<file path="config.mk">
export PLATFORM = sky130hd
export DESIGN_NAME = fpu
export DESIGN_NICKNAME = d
export VERILOG_FILES = /design/src/logic/fp_pkg.sv /design/src/logic/fp_alu.sv /design/src/logic/fp_regfile.sv /design/src/logic/fp_sequencer.sv /design/src/logic/fp_strobgen.sv /design/src/logic/fpu.sv
export SDC_FILE = /design/constraint.sdc
export NUM_CORES = 1
export LEC_CHECK = 0
export ABC_AREA = 1
export BUFFER_PORTS_ARGS = -buffer_cell sky130_fd_sc_hd__buf_4
export CORE_UTILIZATION = 40
export DETAILED_ROUTE_END_ITERATION = 12
export REMOVE_ABC_BUFFERS = 1
export SYNTH_ARGS = -nofsm -noshare
export SYNTH_HDL_FRONTEND = slang
export SYNTH_SLANG_ARGS = --single-unit
</file>
<file path="constraint.sdc">
create_clock -name got_fp -period 7.29 [get_ports got_fp]
set_input_delay 0.3645 -clock got_fp [delete_from_list [all_inputs] [get_ports got_fp]]
set_output_delay 0.3645 -clock got_fp [all_outputs]
set_load 0.01 [all_outputs]
</file>
<file path="src/logic/fp_pkg.sv">
/*
	FPU control package
	word, address and LP counter types, opcodes, the float word
	view and the one-shot timing constants shared by the unit
*/

package fp_pkg;

	// memory and operand word
	typedef logic [15:0] word_t;

	// memory address
	typedef logic [15:0] addr_t;

	// operand fetch counter
	typedef logic [1:0] lp_t;

	// job opcodes, OP_NONE is answered with a zero result
	typedef enum logic [1:0] {
		OP_AD   = 2'd0,
		OP_SD   = 2'd1,
		OP_NRF  = 2'd2,
		OP_NONE = 2'd3
	} op_t;

	// mantissa in the high part, exponent in the low nibble
	typedef struct packed {
		logic signed [11:0] mant;
		logic signed [3:0]  exp;
	} fp_fields_t;

	// same word seen as plain integer or as float fields
	typedef union packed {
		word_t      raw;
		fp_fields_t f;
	} fp_word_u;

	// zero, minus, overflow / exponent underflow
	typedef struct packed {
		logic z;
		logic m;
		logic v;
	} flags_t;

	// start pulse length in clocks
	localparam int START_TICKS = 2;
	// minimum end pulse before the CPU ack may drop
	localparam int KC_TICKS = 3;

	// counter widths for the two one-shots
	localparam int START_W = $clog2(START_TICKS + 1);
	localparam int KC_W = $clog2(KC_TICKS + 1);

endpackage

</file>
<file path="src/logic/fp_alu.sv">
/*
	FPU arithmetic unit
	fixed-point add / subtract in one clock and a stepwise
	normalize of the mantissa with exponent tracking
*/

module fp_alu (
	input  logic             got_fp,
	input  logic             _0_f,
	input  logic             alu_go,
	input  fp_pkg::op_t      op,
	input  fp_pkg::fp_word_u opa,
	input  fp_pkg::fp_word_u opb,
	output fp_pkg::word_t    result,
	output fp_pkg::flags_t   flags,
	output logic             alu_busy
);

	import fp_pkg::*;

	word_t sum_w;
	logic ovf;
	fp_word_u work;
	logic nrm_zero;
	logic nrm_normal;
	logic nrm_limit;
	logic nrm_end;

	// two's complement add / subtract with signed overflow
	always_comb begin
		if (op == OP_SD) begin
			sum_w = opa.raw - opb.raw;
			ovf = (opa.raw[15] != opb.raw[15]) && (sum_w[15] != opa.raw[15]);
		end else begin
			sum_w = opa.raw + opb.raw;
			ovf = (opa.raw[15] == opb.raw[15]) && (sum_w[15] != opa.raw[15]);
		end
	end

	// normalize stop conditions on the working word
	assign nrm_zero = (work.f.mant == '0);
	assign nrm_normal = (work.f.mant[11] != work.f.mant[10]);
	// most negative exponent, no further shift possible
	assign nrm_limit = (work.f.exp == 4'b1000);
	assign nrm_end = nrm_zero | nrm_normal | nrm_limit;

	always_ff @(posedge got_fp) begin
		if (alu_go) begin
			case (op)
				OP_AD, OP_SD: begin
					result <= sum_w;
					flags <= '{z: (sum_w == '0), m: sum_w[15], v: ovf};
				end
				OP_NRF: begin
					work <= opa;
				end
				default: begin
					result <= '0;
					flags <= '{z: 1'b1, m: 1'b0, v: 1'b0};
				end
			endcase
		end else if (alu_busy) begin
			if (nrm_zero) begin
				result <= '0;
				flags <= '{z: 1'b1, m: 1'b0, v: 1'b0};
			end else if (nrm_normal) begin
				result <= work.raw;
				flags <= '{z: 1'b0, m: work.f.mant[11], v: 1'b0};
			end else if (nrm_limit) begin
				// keep the last valid word, flag the underflow
				result <= work.raw;
				flags <= '{z: 1'b0, m: work.f.mant[11], v: 1'b1};
			end else begin
				work.f.mant <= {work.f.mant[10:0], 1'b0};
				work.f.exp <= work.f.exp - 4'sd1;
			end
		end
	end

	// busy only for normalize, one clock per shift plus the final check
	always_ff @(posedge got_fp or posedge _0_f) begin
		if (_0_f)
			alu_busy <= 1'b0;
		else if (alu_go)
			alu_busy <= (op == OP_NRF);
		else if (alu_busy && nrm_end)
			alu_busy <= 1'b0;
	end

endmodule

</file>
<file path="src/logic/fp_regfile.sv">
/*
	FPU operand registers
	A and B are loaded from memory as the LP counter steers,
	both cleared at job start
*/

module fp_regfile (
	input  logic             got_fp,
	input  logic             _0_f,
	input  fp_pkg::word_t    mem_data,
	input  logic             load_a,
	input  logic             load_b,
	input  logic             start,
	output fp_pkg::fp_word_u opa,
	output fp_pkg::fp_word_u opb
);

	// operand A, first word fetched
	always_ff @(posedge got_fp or posedge _0_f) begin
		if (_0_f)
			opa <= '0;
		else if (start)
			opa <= '0;
		else if (load_a)
			opa.raw <= mem_data;
	end

	// operand B, stays zero for one-word jobs
	always_ff @(posedge got_fp or posedge _0_f) begin
		if (_0_f)
			opb <= '0;
		else if (start)
			opb <= '0;
		else if (load_b)
			opb.raw <= mem_data;
	end

endmodule

</file>
<file path="src/logic/fp_sequencer.sv">
/*
	FPU sequencer
	read / exec / end state flip-flops, LP operand counter,
	memory read handshake and the CPU acknowledge
*/

module fp_sequencer (
	input  logic          got_fp,
	input  logic          _0_f,
	input  logic          start,
	input  logic          strob1,
	input  logic          strob2,
	input  logic          cpu_req,
	input  fp_pkg::op_t   op,
	input  fp_pkg::addr_t base,
	input  logic          mem_ack,
	input  logic          alu_busy,
	output logic          mem_req,
	output fp_pkg::addr_t mem_addr,
	output logic          mem_wait,
	output fp_pkg::lp_t   lp,
	output logic          load_a,
	output logic          load_b,
	output logic          alu_go,
	output logic          done,
	output logic          cpu_ack
);

	import fp_pkg::*;

	logic f_read;
	logic f_exec;
	logic f_end;
	logic rd_busy;
	lp_t lp_need;
	logic words_done;
	logic rd_launch;
	logic rd_take;
	logic rd_close;
	logic alu_idle;
	logic kc_done;
	logic end_clear;
	logic [KC_W-1:0] kc_cnt;

	// number of words to fetch for this opcode
	always_comb begin
		case (op)
			OP_NRF:  lp_need = 2'd1;
			OP_NONE: lp_need = 2'd0;
			default: lp_need = 2'd2;
		endcase
	end

	assign words_done = (lp == lp_need);
	// strob2 launches a read, ack latches data, ack low closes it
	assign rd_launch = strob2 & f_read & ~rd_busy & ~words_done;
	assign rd_take = mem_req & mem_ack;
	assign rd_close = rd_busy & ~mem_req & ~mem_ack;
	assign alu_idle = ~alu_busy & ~alu_go;
	assign kc_done = (kc_cnt == KC_W'(KC_TICKS));
	assign end_clear = f_end & cpu_ack & kc_done & ~cpu_req;

	assign mem_addr = base + addr_t'(lp);
	assign mem_wait = rd_busy;
	assign load_a = rd_take & (lp == 2'd0);
	assign load_b = rd_take & (lp == 2'd1);
	assign done = f_end;

	// state flip-flops, advanced on strob1
	always_ff @(posedge got_fp or posedge _0_f) begin
		if (_0_f) begin
			f_read <= 1'b0;
			f_exec <= 1'b0;
			f_end <= 1'b0;
			alu_go <= 1'b0;
		end else begin
			alu_go <= 1'b0;
			if (start) begin
				f_read <= 1'b1;
				f_exec <= 1'b0;
				f_end <= 1'b0;
			end else if (strob1) begin
				if (f_read && words_done && !rd_busy) begin
					f_read <= 1'b0;
					f_exec <= 1'b1;
					alu_go <= 1'b1;
				end else if (f_exec && alu_idle) begin
					f_exec <= 1'b0;
					f_end <= 1'b1;
				end
			end else if (end_clear) begin
				// end state drops without a strobe, strobes are off here
				f_end <= 1'b0;
			end
		end
	end

	// memory read handshake and LP counter
	always_ff @(posedge got_fp or posedge _0_f) begin
		if (_0_f) begin
			mem_req <= 1'b0;
			rd_busy <= 1'b0;
			lp <= '0;
		end else begin
			if (start)
				lp <= '0;
			else if (rd_take)
				lp <= lp + 2'd1;

			if (rd_launch) begin
				mem_req <= 1'b1;
				rd_busy <= 1'b1;
			end else begin
				if (rd_take)
					mem_req <= 1'b0;
				if (rd_close)
					rd_busy <= 1'b0;
			end
		end
	end

	// end pulse length and CPU acknowledge
	always_ff @(posedge got_fp or posedge _0_f) begin
		if (_0_f) begin
			cpu_ack <= 1'b0;
			kc_cnt <= '0;
		end else begin
			cpu_ack <= f_end & ~end_clear;
			if (!f_end)
				kc_cnt <= '0;
			else if (!kc_done)
				kc_cnt <= kc_cnt + 1'b1;
		end
	end

endmodule

</file>
<file path="src/logic/fp_strobgen.sv">
/*
	FPU strobe generator
	synchronizes the CPU request, produces the start pulse and
	then alternates strob1 / strob2 while a job runs
*/

module fp_strobgen (
	input  logic got_fp,
	input  logic _0_f,
	input  logic cpu_req,
	input  logic mem_wait,
	input  logic done,
	output logic start,
	output logic strob1,
	output logic strob2
);

	import fp_pkg::*;

	logic req_s1;
	logic arm;
	logic arm_d;
	logic [START_W-1:0] start_cnt;
	logic phase;
	logic active;

	// request sync and job arm flip-flop
	always_ff @(posedge got_fp or posedge _0_f) begin
		if (_0_f) begin
			req_s1 <= 1'b0;
			arm <= 1'b0;
			arm_d <= 1'b0;
		end else begin
			req_s1 <= cpu_req;
			// done wins, so a held request cannot re-arm
			if (done)
				arm <= 1'b0;
			else if (req_s1)
				arm <= 1'b1;
			arm_d <= arm;
		end
	end

	// start one-shot, fired on the arm rising edge
	always_ff @(posedge got_fp or posedge _0_f) begin
		if (_0_f)
			start_cnt <= '0;
		else if (arm && !arm_d)
			start_cnt <= START_W'(START_TICKS);
		else if (start_cnt != '0)
			start_cnt <= start_cnt - 1'b1;
	end

	assign start = (start_cnt != '0);

	// strobes run only after start has ended
	assign active = arm & arm_d & ~start & ~mem_wait & ~done;

	// phase restarts at strob1 after every stall
	always_ff @(posedge got_fp or posedge _0_f) begin
		if (_0_f)
			phase <= 1'b0;
		else
			phase <= active ? ~phase : 1'b0;
	end

	assign strob1 = active & ~phase;
	assign strob2 = active & phase;

endmodule

</file>
<file path="src/logic/fpu.sv">
/*
	Floating-point coprocessor control unit
	CPU job handshake in, memory operand reads out, result and
	flags back to the CPU
*/

module fpu (
	input  logic           got_fp,
	input  logic           _0_f,
	// CPU side
	input  logic           cpu_req,
	input  fp_pkg::op_t    op,
	input  fp_pkg::addr_t  base,
	output logic           cpu_ack,
	output fp_pkg::word_t  result,
	output fp_pkg::flags_t flags,
	// memory side
	output logic           mem_req,
	output fp_pkg::addr_t  mem_addr,
	input  logic           mem_ack,
	input  fp_pkg::word_t  mem_data
);

	import fp_pkg::*;

	logic start;
	logic strob1;
	logic strob2;
	logic mem_wait;
	logic done;
	logic load_a;
	logic load_b;
	logic alu_go;
	logic alu_busy;
	fp_word_u opa;
	fp_word_u opb;

	fp_strobgen strobgen0 (
		.got_fp   (got_fp),
		._0_f     (_0_f),
		.cpu_req  (cpu_req),
		.mem_wait (mem_wait),
		.done     (done),
		.start    (start),
		.strob1   (strob1),
		.strob2   (strob2)
	);

	// LP only steers the address and load selects inside the sequencer
	fp_sequencer sequencer0 (
		.got_fp   (got_fp),
		._0_f     (_0_f),
		.start    (start),
		.strob1   (strob1),
		.strob2   (strob2),
		.cpu_req  (cpu_req),
		.op       (op),
		.base     (base),
		.mem_ack  (mem_ack),
		.alu_busy (alu_busy),
		.mem_req  (mem_req),
		.mem_addr (mem_addr),
		.mem_wait (mem_wait),
		.lp       (),
		.load_a   (load_a),
		.load_b   (load_b),
		.alu_go   (alu_go),
		.done     (done),
		.cpu_ack  (cpu_ack)
	);

	fp_regfile regfile0 (
		.got_fp   (got_fp),
		._0_f     (_0_f),
		.mem_data (mem_data),
		.load_a   (load_a),
		.load_b   (load_b),
		.start    (start),
		.opa      (opa),
		.opb      (opb)
	);

	fp_alu alu0 (
		.got_fp   (got_fp),
		._0_f     (_0_f),
		.alu_go   (alu_go),
		.op       (op),
		.opa      (opa),
		.opb      (opb),
		.result   (result),
		.flags    (flags),
		.alu_busy (alu_busy)
	);

endmodule

</file>
Word-level counts from Yosys, hierarchy flattened
Cells that the tools add are included.

cells by class
  $add $sub $neg = 7
  multipliers = 0
  div/mod/pow operators = 0
  order comparisons = 0
  eq/ne operators = 20
  shifts and indexed selects = 0
  multiplexer cells = 55
  bitwise logic cells = 32
  reductions and logical operators = 34

operators with widths
  cell                 number
  $mux 16              16
  $pmux 16 s2          1
  $mux 1               25
  $reduce_bool 2->1    12
  $and 1x1->1          19
  $add 16x16->16       1
  $add 16x2->16        1
  $logic_not 16->1     1
  $sub 16x16->16       1
  $mux 3               5
  $logic_not 12->1     1
  $mux 2               6
  $not 1->1            11
  $ne 2x2->1 const B   5
  $logic_and 1x1->1    7
  $eq 2x2->1 const B   3
  $ne 3x3->1 const B   2
  $pmux 3 s2           1
  $reduce_and 3->1     2
  $reduce_bool 3->1    2
  $reduce_and 5->1     1
  $add 2x1->2 const B  2
  $eq 2x1->1 const B   2
  $eq 4x4->1 const B   1
  other kinds (13)     20

word-level totals
  bits in registers = 85
  latch bits = 0
  RAM bits = 0
  bits in read-only memories = 0
  input port bits = 38
  output and inout bits = 37
  word-level logic and storage cells = 170
  memories = 0

Longest topological paths before layout
  depth after elaboration = 10
  depth in mapped cells = 18
  depth with buffers taken out = 17

By module
Synthesis repeated with hierarchy kept, for this count alone.

second synthesis, totals
  cells, all modules = 898
  area, all modules = 6344.8 um^2

modules (own cells, without submodules)
  module        times used  cells each  area an instance (um^2)  seq. area each (um^2)
  fp_alu        1           586         3792.4                   1046.0
  fp_regfile    1           141         1325.0                   800.8
  fp_sequencer  1           144         982.2                    275.3
  fp_strobgen   1           27          245.2                    150.1

Worst setup path before layout
No wires, ideal clock.

  kind = flip-flop to flip-flop
  from = reg alu0.work[14] (netlist name)
  to = reg alu0.work[0] (netlist name), enable pin
  setup time = 0.450 ns
  arrival = 3.455 ns
  data required time = 6.840 ns
  path slack = 3.385 ns
  stages on the path, launching flop included = 10
  path buffers = 0
  period minus slack after synthesis = 3.905 ns
  cells stage by stage = edfxtp_1 inv_1 ha_1 nand4_1 nor3_1 nor2_1 inv_1 nor2_1 a221oi_1 nor2_1

between the ends
  word-level cells in the longest chain between the ends = 3
  elaborated cells between the ends (all ways) = 5
  those cells by class = eq/ne (3); reduce/logical (2)

RTL lines
  item                                                   line                        text
  start: declaration                                     fp_alu.sv:23                fp_word_u work;
  start signal: assignment                               fp_alu.sv:55                work <= opa;
  $logic_not 12->1 / $ne 1x1->1 (equally long branches)  fp_alu.sv:41, fp_alu.sv:42
  $ne 2x2->1 (no source line)                            n/a
  $reduce_and 5->1 (no source line) *                    n/a

Mark *: on every way between the ends. The rest lies on a longest branch, timed or not.
A chain may end at the register's enable or synchronous reset.

Worst setup path in the final report
  from = reg sequencer0.lp[0]
  to = out mem_addr[14]

between the ends
  word-level cells in the longest chain between the ends = 1

RTL lines
  item                      line                 text
  start: declaration        fp_sequencer.sv:21   output fp_pkg::lp_t lp,
  start signal: assignment  fp_sequencer.sv:108  lp <= lp + 2'd1;
  $add 16x2->16             fp_sequencer.sv:63   assign mem_addr = base + addr_t'(lp);
  end: declaration          fpu.sv:19            output fp_pkg::addr_t mem_addr,

No other way between the ends.

==> out/results.ini <==
[status]
status=complete, no violations

[critical_path]
worst_ep_required_time_ns=6.93
crit_path_cell_trace=ha_1 > inv_1 > fa_1 > nor2_2 > nand3_1 > nor3_2 > nand2_1 > nor2_2 > nand3_1 > nor3_2 > xor2_1 > buf_4
ff2ff_path_depth=11
arrival_ns=2.66
crit_type=reg2out
cp_slowest_cell=fa_1
start_kind=flop
setup.worst_path.end_class=output port
cpPeakStageDelay_ns=0.41
worstPathMaxFanout=4

[clocking]
clkSlewWorstSetupHoldPaths_ns=0.07
h-tree-depth=3
postCtsSetupRepairBufs=0
clk_path_buf_depth=2
cts_tree=yes
cts_resized=0
clock_sinks=84
cts_inserted_buffers=9
clock_latency_ns=0.35
cts_root_buf=clkbuf_16
hold_buffers=0

[finish]
area_growth_pct=17.53
n_antenna_cell=0
layout.nets=947
postLayoutCoreUtil=0.4862
drive_gt1_frac=0.1330

[floorplanning]
fp.dieW_um=122.5
rows=43
die-area_um2=15010
die-height_um=122.5
core_um2=14040
num_io_pins=75
start_util=0.4137

[grt]
grtUsageTotal=0.2196
grt_overflow=0
grt_pass1_vias=4924
grt_pass1_wl_um=25020
antenna_found_initial=0
grt_max_degree=51

[routing]
finalWirelength_um=15440
via_per_inst=4.952
drc=0
drt_iter0_drc=362
vias=5209
detail-route-antenna-nets=0
drtPass1Iterations=5
wl_per_cell_um=14.67

[yosys]
synth.distinct_cells=39
synthXorXnorAreaFrac=0.02261
yosys.area.top_type=dfrtp_1
synth_top_family_by_area=simple AND/OR/NAND/NOR gates
synthCells=799
synth_compound_area_frac=0.1077
ys_top_cells_by_area=dfrtp_1 (22%), edfxtp_1 (18%), nand2_1 (14%)
synth.avg_cell_area_um2=7.271
synth_warnings=0
muxShareOfSynthArea=0
synth_top_area_share=0.2154
yosysSeqAreaShare=0.3911
synth_seq_cells=84
synth_fa_ha_area_frac=0.09434
syn-cell-area_um2=5809
synth-simple-area-share=0.2815

[placed_design]
io_buffers=74
hpwl_um=11920
place_congestion=0.8833

[timing]
tns_ns=0
clock_skew_ns=0.007021
hold_viol_final=0
finalCritPeriodShare=0.4156
worstMarginPinSlew_ns=1.191
max_freq_ghz=0.3301
relSlewSlack=0.2041
slew_viol_final=0
setup_viol_count_final=0
fin_crit_ns=3.029
rsz0062_at_grt=false

[min_path]
whs_path_depth=1
hold_path.class=in2reg

[power_and_ir_drop]
power_per_cell_area_nw_per_um2=406.6
p_leak_uw=0.003494
vdd_drop_max_mv=0.1638

[run]
maxCapViolCount=0

[worst paths after layout]
kind	from	endpoint	slack [ns]
max	sequencer0.lp[0]	mem_addr[14]	4.26
min	cpu_req	strobgen0.req_s1	0.13
max reg2reg	alu0.work[14]	alu0.work[0]	4.78
min reg2reg	strobgen0.arm	strobgen0.arm_d	0.40
max in group asynchronous	_0_f	sequencer0.lp[1]	6.64
min in group asynchronous	_0_f	regfile0.opb[5]	0.20
[report_power, final]
part / switching (uW) / leakage (uW) / internal [uW] / total [uW]
Combinational: 991 / 0.00239 / 499 / 1490
Sequential: 121 / 0.000954 / 681 / 802
Clock: 212 / 0.000149 / 272 / 483
[final cells by class]
| class | instances | area, um^2 |
|---|---|---|
| Timing Repair Buffer | 80 | 600.6 |
| Sequential cell | 84 | 2272 |
| Fill cell | 1436 | 7214 |
| Inverter | 127 | 476.7 |
| Clock inverter | 7 | 81.33 |
| Clock buffer | 9 | 225.2 |
| Tap cell | 180 | 225.2 |
| Multi-Input combinational cell | 565 | 2947 |
[state kept, by name (all words and copies together) (netlist names)]
signal	cells
strobgen0.req_s1	1
sequencer0.alu_go	1
alu0.flags	2
sequencer0.done	1
strobgen0.arm	1
regfile0.opa	16
alu0.work	16
sequencer0.cpu_ack	1
regfile0.opb	16
strobgen0.start_cnt	2
strobgen0.phase	1
sequencer0.kc_cnt	2
alu0.result	16
alu0.alu_busy	1
sequencer0.f_read	1
strobgen0.arm_d	1
sequencer0.lp	2
sequencer0.mem_wait	1
sequencer0.f_exec	1
sequencer0.mem_req	1
[through the flow]
step	setup slack (ns)	total power [uW]	area, um^2	cells	hold slack (ns)
floorplan	3.311	1846	5689	776	0.3744
global placement	4.654	2289	6521	1036	0.3883
detailed placement	4.579	2296	6521	1036	0.3878
CTS	4.245	2786	6828	1052	0.1243
global route	4.012	3045	6828	1052	0.1141
finish	4.261	2776	6828	1052	0.1304
[logic make-up (layout without fill, tap and decap cells)]
group                      after synthesis  count (layout)
AOI/OAI and AO/OA                      112             112
xor gates and xnor gates                15              15
buffers and inverters                  150             223
adders and majority gates               42              42
and+or+nand+nor                        396             396
DFF                                     84              84
[layout by cell type (no fill, tap or decap), drive strengths merged]
cell type	n
o21a	1
nand2	217
edfxtp	34
bufinv	1
a31o	1
nor2	99
clkinv	1
or2	1
clkinvlp	1
clkbuf	9
o21bai	2
and2	1
and3	1
o21ai	33
o311ai	1
a221oi	1
dfrtp	50
ha	39
nand4	12
o22ai	14
a31oi	1
xnor2	3
o221ai	1
fa	3
o32ai	1
buf	80
inv	131
a21o	1
a21oi	54
o211ai	1
nor3	11
nand3	54
xor2	12
[critical path: cells and delay by family, from the launching register on]
family / cells / cell delay [ns]
and+or+nand+nor: 7 / 0.98
DFF: 1 / 0.39
xor gates and xnor gates: 1 / 0.16
adders and majority gates: 2 / 0.59
buffers and inverters: 2 / 0.20
[Yosys cell counts]
| cell type | n |
|---|---|
| and2_1 | 1 |
| fa_1 | 3 |
| edfxtp_1 | 34 |
| nor2_2 | 3 |
| o22ai_1 | 14 |
| a21oi_2 | 4 |
| nand3_1 | 54 |
| nor2_1 | 96 |
| a221oi_1 | 1 |
| xor2_1 | 12 |
| nor3_1 | 8 |
| buf_1 | 7 |
| a31oi_1 | 1 |
| a21oi_1 | 50 |
| buf_6 | 2 |
| and3_1 | 1 |
| buf_4 | 4 |
| nand2_1 | 214 |
| o221ai_1 | 1 |
| a21o_1 | 1 |
| nand4_1 | 12 |
| dfrtp_1 | 50 |
| or2_1 | 1 |
| o32ai_1 | 1 |
| o21bai_1 | 2 |
| o21ai_0 | 32 |
| nor3_2 | 3 |
| clkbuf_1 | 7 |
| a31o_2 | 1 |
| o211ai_1 | 1 |
| o21a_1 | 1 |
| o311ai_0 | 1 |
| inv_1 | 123 |
| o21ai_1 | 1 |
| ha_1 | 39 |
| inv_2 | 4 |
| xnor2_1 | 3 |
| buf_2 | 3 |
| nand2_2 | 3 |
[routing by layer]
| metal | vias to the layer above | part of all wire | GRT usage |
|---|---|---|---|
| met4 | 0 | 0.017 | 0.05869 |
| li1 | 2693 | - | - |
| met2 | 132 | 0.45 | 0.3430 |
| met1 | 2369 | 0.48 | 0.3042 |
| met5 | - | 0 | 0 |
| met3 | 15 | 0.048 | 0.04926 |
Note: power is estimated with default switching activity, not from simulation.
